File: src/hw/stat_pkg.sv
// Statistics table definitions
package stat_pkg;

    // Table geometry shared by every block and by the structs below
    parameter int N_ENTRIES = 32;
    parameter int IDX_BITS = $clog2(N_ENTRIES);
    parameter int COUNT_BITS = 16;
    parameter int AMT_BITS = 8;

    // Counters stop at all ones instead of wrapping
    parameter logic [COUNT_BITS-1:0] COUNT_MAX = '1;

    // Command opcodes
    typedef enum logic [1:0] {
        OP_ADD        = 2'd0,
        OP_READ       = 2'd1,
        OP_READ_CLEAR = 2'd2
    } opcode_e;

    // Controller states
    typedef enum logic [1:0] {
        ST_SWEEP = 2'd0,
        ST_RUN   = 2'd1,
        ST_DRAIN = 2'd2
    } state_e;

    // One command on the input stream
    typedef struct packed {
        opcode_e               op;
        logic [IDX_BITS-1:0]   index;
        logic [AMT_BITS-1:0]   amount;
    } stat_cmd_t;

    // Response to a read, carrying the value before the command was applied
    typedef struct packed {
        opcode_e               op;
        logic [IDX_BITS-1:0]   index;
        logic [COUNT_BITS-1:0] value;
    } stat_rsp_t;

    // A single RAM write port
    typedef struct packed {
        logic                  wen;
        logic [IDX_BITS-1:0]   addr;
        logic [COUNT_BITS-1:0] data;
    } ram_wr_t;

endpackage

File: src/hw/stat_ctrl_fsm.sv
// Table controller FSM
`timescale 1ns/1ps

module stat_ctrl_fsm
(
    input  logic clk,
    input  logic reset,
    input  logic clear_all,
    input  logic busy,
    input  logic sweep_done,
    output logic sweep_start,
    output logic ready
);

    stat_pkg::state_e state;
    stat_pkg::state_e state_next;
    logic             start_next;

    // Next state and sweep start request
    always_comb
    begin
        state_next = state;
        start_next = 1'b0;

        case (state)
            stat_pkg::ST_SWEEP:
            begin
                // A clear arriving on the final sweep cycle still gets its own sweep
                if (sweep_done)
                begin
                    state_next = clear_all ? stat_pkg::ST_DRAIN : stat_pkg::ST_RUN;
                end
            end

            stat_pkg::ST_RUN:
            begin
                if (clear_all)
                begin
                    state_next = stat_pkg::ST_DRAIN;
                end
            end

            stat_pkg::ST_DRAIN:
            begin
                // Wait until no update can still reach the RAM
                if (!busy)
                begin
                    state_next = stat_pkg::ST_SWEEP;
                    start_next = 1'b1;
                end
            end

            default:
            begin
                state_next = stat_pkg::ST_SWEEP;
                start_next = 1'b1;
            end
        endcase
    end

    always_ff @(posedge clk)
    begin
        if (reset)
        begin
            // Leaving reset kicks off the initial sweep straight away
            state <= stat_pkg::ST_SWEEP;
            sweep_start <= 1'b1;
        end
        else
        begin
            state <= state_next;
            sweep_start <= start_next;
        end
    end

    // Commands are only taken in the run state
    assign ready = (state == stat_pkg::ST_RUN);

endmodule

File: src/hw/stat_ram.sv
// Counter table RAM
`timescale 1ns/1ps

module stat_ram
#(
    parameter int N_OUTPUT_REG_STAGES = 1
)
(
    input  logic                             clk,
    input  logic [stat_pkg::IDX_BITS-1:0]    raddr,
    output logic [stat_pkg::COUNT_BITS-1:0]  rdata,
    input  stat_pkg::ram_wr_t                upd_wr,
    input  stat_pkg::ram_wr_t                sweep_wr
);

    // Storage array, left to the tool to map onto block RAM
    logic [stat_pkg::COUNT_BITS-1:0] mem [0:stat_pkg::N_ENTRIES-1];

    // Write port after the sweep/update select
    stat_pkg::ram_wr_t wr_sel;

    // The write as it is held for one cycle before reaching the array
    stat_pkg::ram_wr_t wr_q;

    // Registered read, with the bypass flag and data captured alongside
    logic [stat_pkg::COUNT_BITS-1:0] mem_q;
    logic                            match_q;
    logic [stat_pkg::COUNT_BITS-1:0] byp_q;
    logic [stat_pkg::COUNT_BITS-1:0] rd_word;

    // The sweep owns the write port for as long as it runs
    assign wr_sel = sweep_wr.wen ? sweep_wr : upd_wr;

    // Hold every write one cycle, which eases timing on the write path
    always_ff @(posedge clk)
    begin
        wr_q <= wr_sel;
    end

    // Array write from the delayed port
    always_ff @(posedge clk)
    begin
        if (wr_q.wen)
        begin
            mem[wr_q.addr] <= wr_q.data;
        end
    end

    // Array read returns old data when it lands on the same edge as a write,
    // so the delayed write is captured here and substituted after the read
    always_ff @(posedge clk)
    begin
        mem_q <= mem[raddr];
        match_q <= wr_q.wen && (wr_q.addr == raddr);
        byp_q <= wr_q.data;
    end

    assign rd_word = match_q ? byp_q : mem_q;

    // Optional output register stages behind the read register
    generate
        if (N_OUTPUT_REG_STAGES == 0)
        begin : g_no_out
            assign rdata = rd_word;
        end
        else
        begin : g_out
            logic [stat_pkg::COUNT_BITS-1:0] out_q [1:N_OUTPUT_REG_STAGES];

            always_ff @(posedge clk)
            begin
                out_q[1] <= rd_word;
                // Plain shift through the remaining stages
                for (int s = 2; s <= N_OUTPUT_REG_STAGES; s++)
                begin
                    out_q[s] <= out_q[s-1];
                end
            end

            assign rdata = out_q[N_OUTPUT_REG_STAGES];
        end
    endgenerate

endmodule

File: src/hw/stat_table_top.sv
// Statistics counter table
`timescale 1ns/1ps

module stat_table_top
#(
    parameter int N_OUTPUT_REG_STAGES = 1
)
(
    input  logic                clk,
    input  logic                reset,
    input  logic                cmd_valid,
    input  stat_pkg::stat_cmd_t cmd,
    input  logic                clear_all,
    output logic                ready,
    output logic                rsp_valid,
    output stat_pkg::stat_rsp_t rsp
);

    // Controller to sweep counter
    logic sweep_start;
    logic sweep_done;

    // Write ports into the RAM
    stat_pkg::ram_wr_t sweep_wr;
    stat_pkg::ram_wr_t upd_wr;

    // Read port between pipeline and RAM
    logic [stat_pkg::IDX_BITS-1:0]   raddr;
    logic [stat_pkg::COUNT_BITS-1:0] rdata;

    // Pipeline occupancy, used to hold off the sweep
    logic busy;

    stat_ctrl_fsm ctrl0
    (
        .clk         (clk),
        .reset       (reset),
        .clear_all   (clear_all),
        .busy        (busy),
        .sweep_done  (sweep_done),
        .sweep_start (sweep_start),
        .ready       (ready)
    );

    sweep_counter sweep0
    (
        .clk      (clk),
        .reset    (reset),
        .start    (sweep_start),
        .sweep_wr (sweep_wr),
        .done     (sweep_done)
    );

    stat_ram #(.N_OUTPUT_REG_STAGES(N_OUTPUT_REG_STAGES)) ram0
    (
        .clk      (clk),
        .raddr    (raddr),
        .rdata    (rdata),
        .upd_wr   (upd_wr),
        .sweep_wr (sweep_wr)
    );

    stat_update_pipe #(.N_OUTPUT_REG_STAGES(N_OUTPUT_REG_STAGES)) pipe0
    (
        .clk       (clk),
        .reset     (reset),
        .cmd_valid (cmd_valid),
        .cmd       (cmd),
        .ready     (ready),
        .raddr     (raddr),
        .rdata     (rdata),
        .upd_wr    (upd_wr),
        .busy      (busy),
        .rsp_valid (rsp_valid),
        .rsp       (rsp)
    );

endmodule

File: src/hw/stat_update_pipe.sv
// Counter update pipeline
`timescale 1ns/1ps

module stat_update_pipe
#(
    parameter int N_OUTPUT_REG_STAGES = 1
)
(
    input  logic                            clk,
    input  logic                            reset,
    input  logic                            cmd_valid,
    input  stat_pkg::stat_cmd_t             cmd,
    input  logic                            ready,
    output logic [stat_pkg::IDX_BITS-1:0]   raddr,
    input  logic [stat_pkg::COUNT_BITS-1:0] rdata,
    output stat_pkg::ram_wr_t               upd_wr,
    output logic                            busy,
    output logic                            rsp_valid,
    output stat_pkg::stat_rsp_t             rsp
);

    // Edges from the address leaving the command register to data at rdata
    localparam int RD_LAT = N_OUTPUT_REG_STAGES + 1;

    // Writes issued but not yet visible to a read that is in flight
    localparam int HIST_DEPTH = N_OUTPUT_REG_STAGES + 2;

    // Stage 0 is the command register, stage RD_LAT lines up with rdata
    logic [RD_LAT:0]      pv;
    stat_pkg::stat_cmd_t  pc [0:RD_LAT];

    // Recent writes, youngest first; entry 0 is the write on the RAM port now
    stat_pkg::ram_wr_t    hist [0:HIST_DEPTH-1];

    logic                              accept;
    stat_pkg::stat_cmd_t               cur;
    logic [stat_pkg::COUNT_BITS-1:0]   base;
    logic [stat_pkg::COUNT_BITS:0]     sum;
    logic [stat_pkg::COUNT_BITS-1:0]   new_value;
    logic                              wr_en;
    logic                              rsp_fire;

    assign accept = cmd_valid && ready;

    // Valid bits travel with the payload and are the only part that is reset
    always_ff @(posedge clk)
    begin
        if (reset)
        begin
            pv <= '0;
        end
        else
        begin
            pv <= {pv[RD_LAT-1:0], accept};
        end
    end

    always_ff @(posedge clk)
    begin
        pc[0] <= cmd;
        for (int k = 1; k <= RD_LAT; k++)
        begin
            pc[k] <= pc[k-1];
        end
    end

    // The RAM is addressed from the command register
    assign raddr = pc[0].index;

    assign cur = pc[RD_LAT];

    // Pick the youngest write to this index that the RAM read could not see.
    // The loop runs oldest to youngest so later matches override earlier ones
    always_comb
    begin
        base = rdata;
        for (int k = HIST_DEPTH - 1; k >= 0; k--)
        begin
            if (hist[k].wen && (hist[k].addr == cur.index))
            begin
                base = hist[k].data;
            end
        end
    end

    // Extra top bit catches the carry for saturation
    assign sum = {1'b0, base} +
                 {{(stat_pkg::COUNT_BITS + 1 - stat_pkg::AMT_BITS){1'b0}}, cur.amount};

    always_comb
    begin
        case (cur.op)
            stat_pkg::OP_ADD:
                new_value = sum[stat_pkg::COUNT_BITS] ? stat_pkg::COUNT_MAX :
                                                        sum[stat_pkg::COUNT_BITS-1:0];
            stat_pkg::OP_READ:
                new_value = base;
            stat_pkg::OP_READ_CLEAR:
                new_value = '0;
            default:
                new_value = base;
        endcase
    end

    // A plain read leaves the counter alone, so it needs no write
    assign wr_en = pv[RD_LAT] && (cur.op != stat_pkg::OP_READ);
    assign rsp_fire = pv[RD_LAT] &&
                      ((cur.op == stat_pkg::OP_READ) || (cur.op == stat_pkg::OP_READ_CLEAR));

    // Compute register. The history shifts every cycle so an idle cycle ages it
    always_ff @(posedge clk)
    begin
        if (reset)
        begin
            rsp_valid <= 1'b0;
            for (int k = 0; k < HIST_DEPTH; k++)
            begin
                hist[k] <= '0;
            end
        end
        else
        begin
            rsp_valid <= rsp_fire;
            hist[0] <= '{wen: wr_en, addr: cur.index, data: new_value};
            for (int k = 1; k < HIST_DEPTH; k++)
            begin
                hist[k] <= hist[k-1];
            end
        end
    end

    // Response payload reports the value before the command
    always_ff @(posedge clk)
    begin
        rsp <= '{op: cur.op, index: cur.index, value: base};
    end

    // The write leaves together with the response
    assign upd_wr = hist[0];

    // Anything still in a stage, or a write still on the port, counts as busy
    assign busy = (|pv) || rsp_valid || hist[0].wen;

endmodule

File: src/hw/sweep_counter.sv
// Table sweep counter
`timescale 1ns/1ps

module sweep_counter
(
    input  logic              clk,
    input  logic              reset,
    input  logic              start,
    output stat_pkg::ram_wr_t sweep_wr,
    output logic              done
);

    // Sweep in progress
    logic active;

    // Entry being zeroed this cycle
    logic [stat_pkg::IDX_BITS-1:0] addr;

    // Last entry of the table
    logic last;

    assign last = (addr == stat_pkg::IDX_BITS'(stat_pkg::N_ENTRIES - 1));

    always_ff @(posedge clk)
    begin
        if (reset)
        begin
            active <= 1'b0;
            addr <= '0;
        end
        else if (start)
        begin
            // A new start always begins from entry zero
            active <= 1'b1;
            addr <= '0;
        end
        else if (active)
        begin
            if (last)
            begin
                active <= 1'b0;
            end
            else
            begin
                addr <= addr + 1'b1;
            end
        end
    end

    // One zero write per cycle while active, none when idle
    assign sweep_wr = '{wen: active, addr: addr, data: '0};

    // Pulses with the final write
    assign done = active && last;

endmodule

File: config.mk
export PLATFORM = sky130hd
export DESIGN_NAME = stat_table_top
export DESIGN_NICKNAME = d
export VERILOG_FILES = /design/src/hw/stat_pkg.sv /design/src/hw/stat_ctrl_fsm.sv /design/src/hw/stat_ram.sv /design/src/hw/stat_table_top.sv /design/src/hw/stat_update_pipe.sv /design/src/hw/sweep_counter.sv
export SDC_FILE = /design/constraint.sdc
export NUM_CORES = 1
export LEC_CHECK = 0
export ABC_CLOCK_PERIOD_IN_PS = 5600
export BUFFER_PORTS_ARGS = -buffer_cell sky130_fd_sc_hd__buf_2
export CAP_MARGIN = 20
export CORE_MARGIN = 4
export CORE_UTILIZATION = 40
export CTS_CLUSTER_DIAMETER = 80
export DETAILED_ROUTE_END_ITERATION = 12
export PLACE_DENSITY = 0.57
export SETUP_SLACK_MARGIN = 0.2
export SLEW_MARGIN = 10
export SYNTH_ARGS = -nofsm -noshare
export SYNTH_HDL_FRONTEND = slang
export SYNTH_SLANG_ARGS = --single-unit
File: constraint.sdc
create_clock -name clk -period 5.6 [get_ports clk]
set_input_delay 0.28 -clock clk [delete_from_list [all_inputs] [get_ports clk]]
set_output_delay 0.28 -clock clk [all_outputs]
set_load 0.03 [all_outputs]
# == Yosys cells after proc, flatten, opt, wreduce, memory -nomap -nowiden ==
# Memories as Yosys holds them, arrays and structs flattened. A register that Yosys moved wholly into a read port is not among the register bits.
# Cells that the tools add are included.
# W data, S select, Z words.
# totals
regBits,75
n_memories,4
latchBits,0
elab_cells,80
mem_bits_ro,0
ramBits,639
# op_classes
bitwise,4
shifts,0
n_eq_ne,13
addsub,2
muxes,25
order_cmp,0
multipliers,0
div,0
n_reduce_logical,18
# mem_list
name,words,word_bits,rd,rd_ports_with_merged_regs,wr,line,source
ram0.mem,32,16,1,1,1,stat_ram.sv:17,logic [stat_pkg::COUNT_BITS-1:0] mem [0:stat_pkg::N_ENTRIES-1];
pipe0.hist,3,22,3,0,3,stat_update_pipe.sv:33,stat_pkg::ram_wr_t hist [0:HIST_DEPTH-1];
pipe0.pc,3,15,3,0,3,stat_update_pipe.sv:30,stat_pkg::stat_cmd_t pc [0:RD_LAT];
ram0.g_out.out_q,1,16,1,0,1,stat_ram.sv:68,logic [stat_pkg::COUNT_BITS-1:0] out_q [1:N_OUTPUT_REG_STAGES];
# op_table
operator,count
$mux W16,5
$mux W22,3
$pmux W16 S2,1
$mux W21,1
$eq A5 B5 Y1,4
$add A16 B8 Y17,1
$mux W1,9
$logic_and A1 B1 Y1,8
$mux W2,4
$pmux W2 S3,1
$add A5 B1 Y5 const B,1
$eq A5 B5 Y1 const B,1
$eq A2 B1 Y1 const B,2
$eq A2 B2 Y1 const B,2
$logic_not A2 Y1,2
$ne A2 B1 Y1 const B,2
$ne A2 B2 Y1 const B,2
$reduce_or A2 Y1,2
$logic_or A1 B1 Y1,3
$or A1 B1 Y1,3
$reduce_and A3 Y1,1
$reduce_or A3 Y1,1
$pmux W1 S2,1
$reduce_and A2 Y1,1
$not A1 Y1,1

# == Longest topological paths before layout ==
# An unclocked memory read counts as a cell.
# logic_depth
depth_word,10
ltp_mapped,21

# == Hierarchy ==
# Synthesis repeated with hierarchy kept, for this count alone.
# hier_totals
hier_cells,1777
area_unflattened_um2,27665.3
# by_module_without_submodules
mod,cells_per_inst,area_each_um2,instances
stat_ram,1250,22166.3,1
stat_update_pipe,468,4974.8,1
sweep_counter,48,405.4,1
stat_ctrl_fsm,11,118.9,1

# == Least setup slack after synthesis ==
# OpenSTA, ideal clock, no wires.
# synth_timing
path_type,reg2reg
start,mem pipe0.pc[0][40] (netlist bit)
end,mem pipe0.hist[0][0] (netlist bit)
path_buffers,4
stages_incl_launch_ff,20
arrival_time_ns,3.813
slack_ns,1.702
required_ns,5.514
path_cell_list,dfxtp_1 -> xor2_1 -> nor4_1 -> and3_1 -> buf_2 -> buf_2 -> buf_1 -> a21o_1 -> ha_1 -> inv_1 -> fa_1 -> nor2b_1 -> o21ai_0 -> a21boi_0 -> o21ai_0 -> a211o_1 -> and4b_1 -> buf_4 -> nor2_1 -> a211oi_1
# synth_rtl
element,line
from (decl),stat_update_pipe.sv:30
to (decl),stat_update_pipe.sv:33

==> impl_results.md <==
- R2R setup slack: 1.21 ns
- Vias per cell: 5.321
- Max-slew violations: 0
- Antenna-violating nets left: 0
- Clock latency at the later pin of the worst-skew pair: 0.60 ns
- Most common cell after layout, fill and taps aside: edfxtp_1
- Final period util: 78.39%
- Count of final setup violators: 0
- Top cells by area, synth: edfxtp_1, dfxtp_1, mux4_2
- Layout fillers: 5456
- Die height: 265.4 um
- DIE AREA: 0.07044 mm^2
- Commonest cells after routing, fill and taps aside: edfxtp_1, dfxtp_1, mux4_2
- Synth Flop Type: edfxtp_1
- Synth Warn #: 0
- Cell Area, Placed: 0.02796 mm^2
- CP cell instances: xnor2_1 -> nand2_1 -> or2_1 -> nor2_1 -> a311oi_1 -> a21o_1 -> ha_1 -> inv_1 -> fa_1 -> nor2b_1 -> o21ai_0 -> a21boi_0 -> o21ai_0 -> a211o_1 -> and4b_1 -> nor2_1 -> a211oi_1
- Initial antenna violation count: 2
- Post-synth EDFFs: 512
- Total global routing overflow: 0
- Die X: 265.4 um
- Final wirelength: 58.22 mm
- Sink Count: 730
- Routed via count: 12994
- Ratio of cells with drive above 1 in the final layout: 28.77%
- Core area: 0.06575 mm^2
- CTS tree: built
- Hold Path Sink: pipe0.pc[0][7]$_DFF_P_
- Starting density of the core: 40.31%
- PortBufs: 43
- Async SR Flop Fraction: 0%
- Hold Fails Final Rpt: 0
- Leakage: 10.44 nW
- CTS Hold Buffers Added: 17
- Max-Slew Margin vs Limit: 36.07%
- Area Growth Syn to Fin: 15.94%
- Syn Area/Cell: 19.00 um^2
- First-pass DRT Iterations: 7
- Cells after Synth: 1395
- Yosys reg bits: 730
- CTS root buffer: clkbuf_16
- Slowest-stage cell, CP: or2_1
- CP required: 6.10 ns
- GR Util All Layers: 16.41%
- Fin Setup TNS: 0 ns
- Outcome: finished clean
- Worst setup SP type: flip-flop
- Reg2reg path depth: 17
- Cell Rows: 94
- Yosys top cell area share: 58.01%
- Post-synth net total: 1429
- Clk buf depth: 3
- Vias in the first global route: 13274
- Postcts setup bufs: 0
- Post-cts sizing count: 0
- CTS Buf Count: 75
- Layout net count: 1550
- VDD IR max: 213.9 uV
- # diodes: 0
- Gpl congestion: 0.7852
- Number of DRC markers in iteration 0: 1025
- Top-level I/O count: 44
- Slew @ Worst Pin: 0.9589 ns
- Sequential element share of the synthesized area: 74.48%
- RSZ-0062 raised after global routing: no
- Period minus WS final: 4.390 ns
- Synth Cell Area: 0.02650 mm^2
- Yosys cell types: 54
- Post-DR wirelength/cell: 23.84 um
- CP Buf/Inv Count: 1
- Max Clock Skew: 0.01857 ns
- Worst path depth: 17
- Max Cap Viol: 0
- Setup CP Type: reg -> reg
- CP arrival: 4.89 ns
- Reg clk slew, reported paths: 0.06 ns
- Crit-path leading delay family: simple AND/OR/NAND/NOR gates
- CP endpoint kind: flip-flop
- Final HPWL DP: 32.62 mm
- HP Start: cmd[7]
- CP max FO: 23
- # DRC: 0
- Slowest stage delay, CP: 0.62 ns
- Pwr dens: 379.0 mW/mm^2
- Hold depth: 2
- Fmax: 227.8 MHz
- Global-route wire length before repair: 86.42 mm
- Reg-to-reg endpoint: pipe0.hist[0][0]$_SDFF_PP0_
- Worst min path class: in -> reg
- RR Startpoint: pipe0.pc[0][40]$_DFF_P_
- Synth area leader: edfxtp_1
- Fin area: 0.03073 mm^2
- CTS H-Tree Depth: 3
- Largest net degree at the start of global routing: 92
[metal layers]
layer / up-vias / track usage [%] / wire [um]
met2: 305 / 27.62 / 28640
li1: 5732 / - / -
met1: 6880 / 22.51 / 25870
met5: - / 0 / 0
met3: 77 / 2.645 / 2628
met4: 0 / 4.312 / 1088
[report_power, final]
group	internal, mW	total, mW	switching [mW]	leakage, nW
clock network	2.89	4.89	2.00	1.23
logic	0.301	0.650	0.349	2.69
registers	5.95	6.10	0.150	6.53
total	9.15	11.6	2.50	10.4
[flip-flops by register name, summed over array words and instances (netlist names)]
| signal | cells |
|---|---|
| ram0.mem | 512 |
| ram0.mem_q | 16 |
| ctrl0.sweep_start | 1 |
| ram0.match_q | 1 |
| ram0.wr_q | 22 |
| ram0.g_out.out_q | 16 |
| pipe0.rsp | 23 |
| pipe0.pc | 45 |
| sweep0.addr | 5 |
| ram0.byp_q | 16 |
| sweep0.active | 1 |
| pipe0.rsp_valid | 1 |
| ctrl0.state | 2 |
| pipe0.pv | 3 |
| pipe0.hist | 66 |
[cells in the mapped netlist, types with 2 or more instances]
master	instances
buf_2	3
and3_1	4
dfxtp_1	218
nand2_1	37
ha_1	14
xnor2_1	16
o211a_1	3
nor3b_1	2
nand4_1	4
nand3_1	24
o21ai_0	20
a222oi_1	2
a211oi_1	3
nand2b_1	3
mux4_2	160
mux2_2	37
mux2i_1	4
or4_1	3
or3b_2	3
inv_1	12
clkbuf_1	44
edfxtp_1	512
o221a_2	2
a22oi_1	2
a21o_1	10
nor4_1	5
nor3_1	19
nor2_1	59
a311oi_1	10
o211ai_1	2
nor2b_1	73
buf_1	19
a21oi_1	16
a311o_1	6
xor2_1	12
and2_1	7
buf_6	2
nand3b_1	7
[area by class of cell]
type | instances | area [um^2] | share of cell area [%]
tap | 864 | 1081 | 3.518
timing repair buffer | 113 | 895.9 | 2.916
multi-input combinational | 584 | 6496 | 21.14
clock inverter | 30 | 281.5 | 0.9162
inverter | 12 | 45.04 | 0.1466
sequential | 730 | 19760 | 64.30
clock buffer | 109 | 2171 | 7.065
[per-stage QoR]
stage	instances	utilization (%)	total power [mW]	hold slack (ns)	worst slack [ns]
2_1_floorplan	1395	-	6.592	0.3077	1.702
3_3_place_gp	2276	42.49	6.836	0.3133	1.340
3_5_place_dp	2278	42.53	6.849	0.3121	1.230
4_1_cts	2434	46.52	11.78	0.2750	1.216
5_1_grt	2442	46.73	12.06	0.3039	0.8312
6_report	2442	46.73	11.65	0.3091	1.210
[worst max-delay path by stage]
stage	startpoint	end
after floorplan	pipe0.pc[0][40]$_DFF_P_	pipe0.hist[0][0]$_SDFF_PP0_
after global placement	pipe0.pc[0][41]$_DFF_P_	pipe0.hist[0][8]$_SDFF_PP0_
after detailed placement	pipe0.pc[0][39]$_DFF_P_	pipe0.hist[0][2]$_SDFF_PP0_
after CTS	pipe0.pc[0][39]$_DFF_P_	pipe0.hist[0][6]$_SDFF_PP0_
after global routing	pipe0.pc[0][40]$_DFF_P_	pipe0.hist[0][15]$_SDFF_PP0_
final	pipe0.pc[0][40]$_DFF_P_	pipe0.hist[0][0]$_SDFF_PP0_
[worst reg2reg max path, cell delays in order, from the launching register on]
cell      delay, ns
dfxtp_1        0.42
xnor2_1        0.12
nand2_1        0.24
or2_1          0.62
nor2_1         0.10
a311oi_1       0.27
a21o_1         0.16
ha_1           0.18
inv_1          0.06
fa_1           0.42
nor2b_1        0.11
o21ai_0        0.10
a21boi_0       0.24
o21ai_0        0.13
a211o_1        0.36
and4b_1        0.44
nor2_1         0.07
a211oi_1       0.26
[cell families after synthesis]
family	Yosys count	share of synthesized area, %
AO/OA/AOI/OAI	81	2.139
XOR/XNOR	28	0.9253
adder cells (fa/ha/maj)	15	0.7365
buffers and inverters	81	1.232
flip-flops	730	74.48
multiplexers	201	15.32
AND/OR/NAND/NOR	259	5.165
No activity file was read; power rests on OpenSTA's default activity.
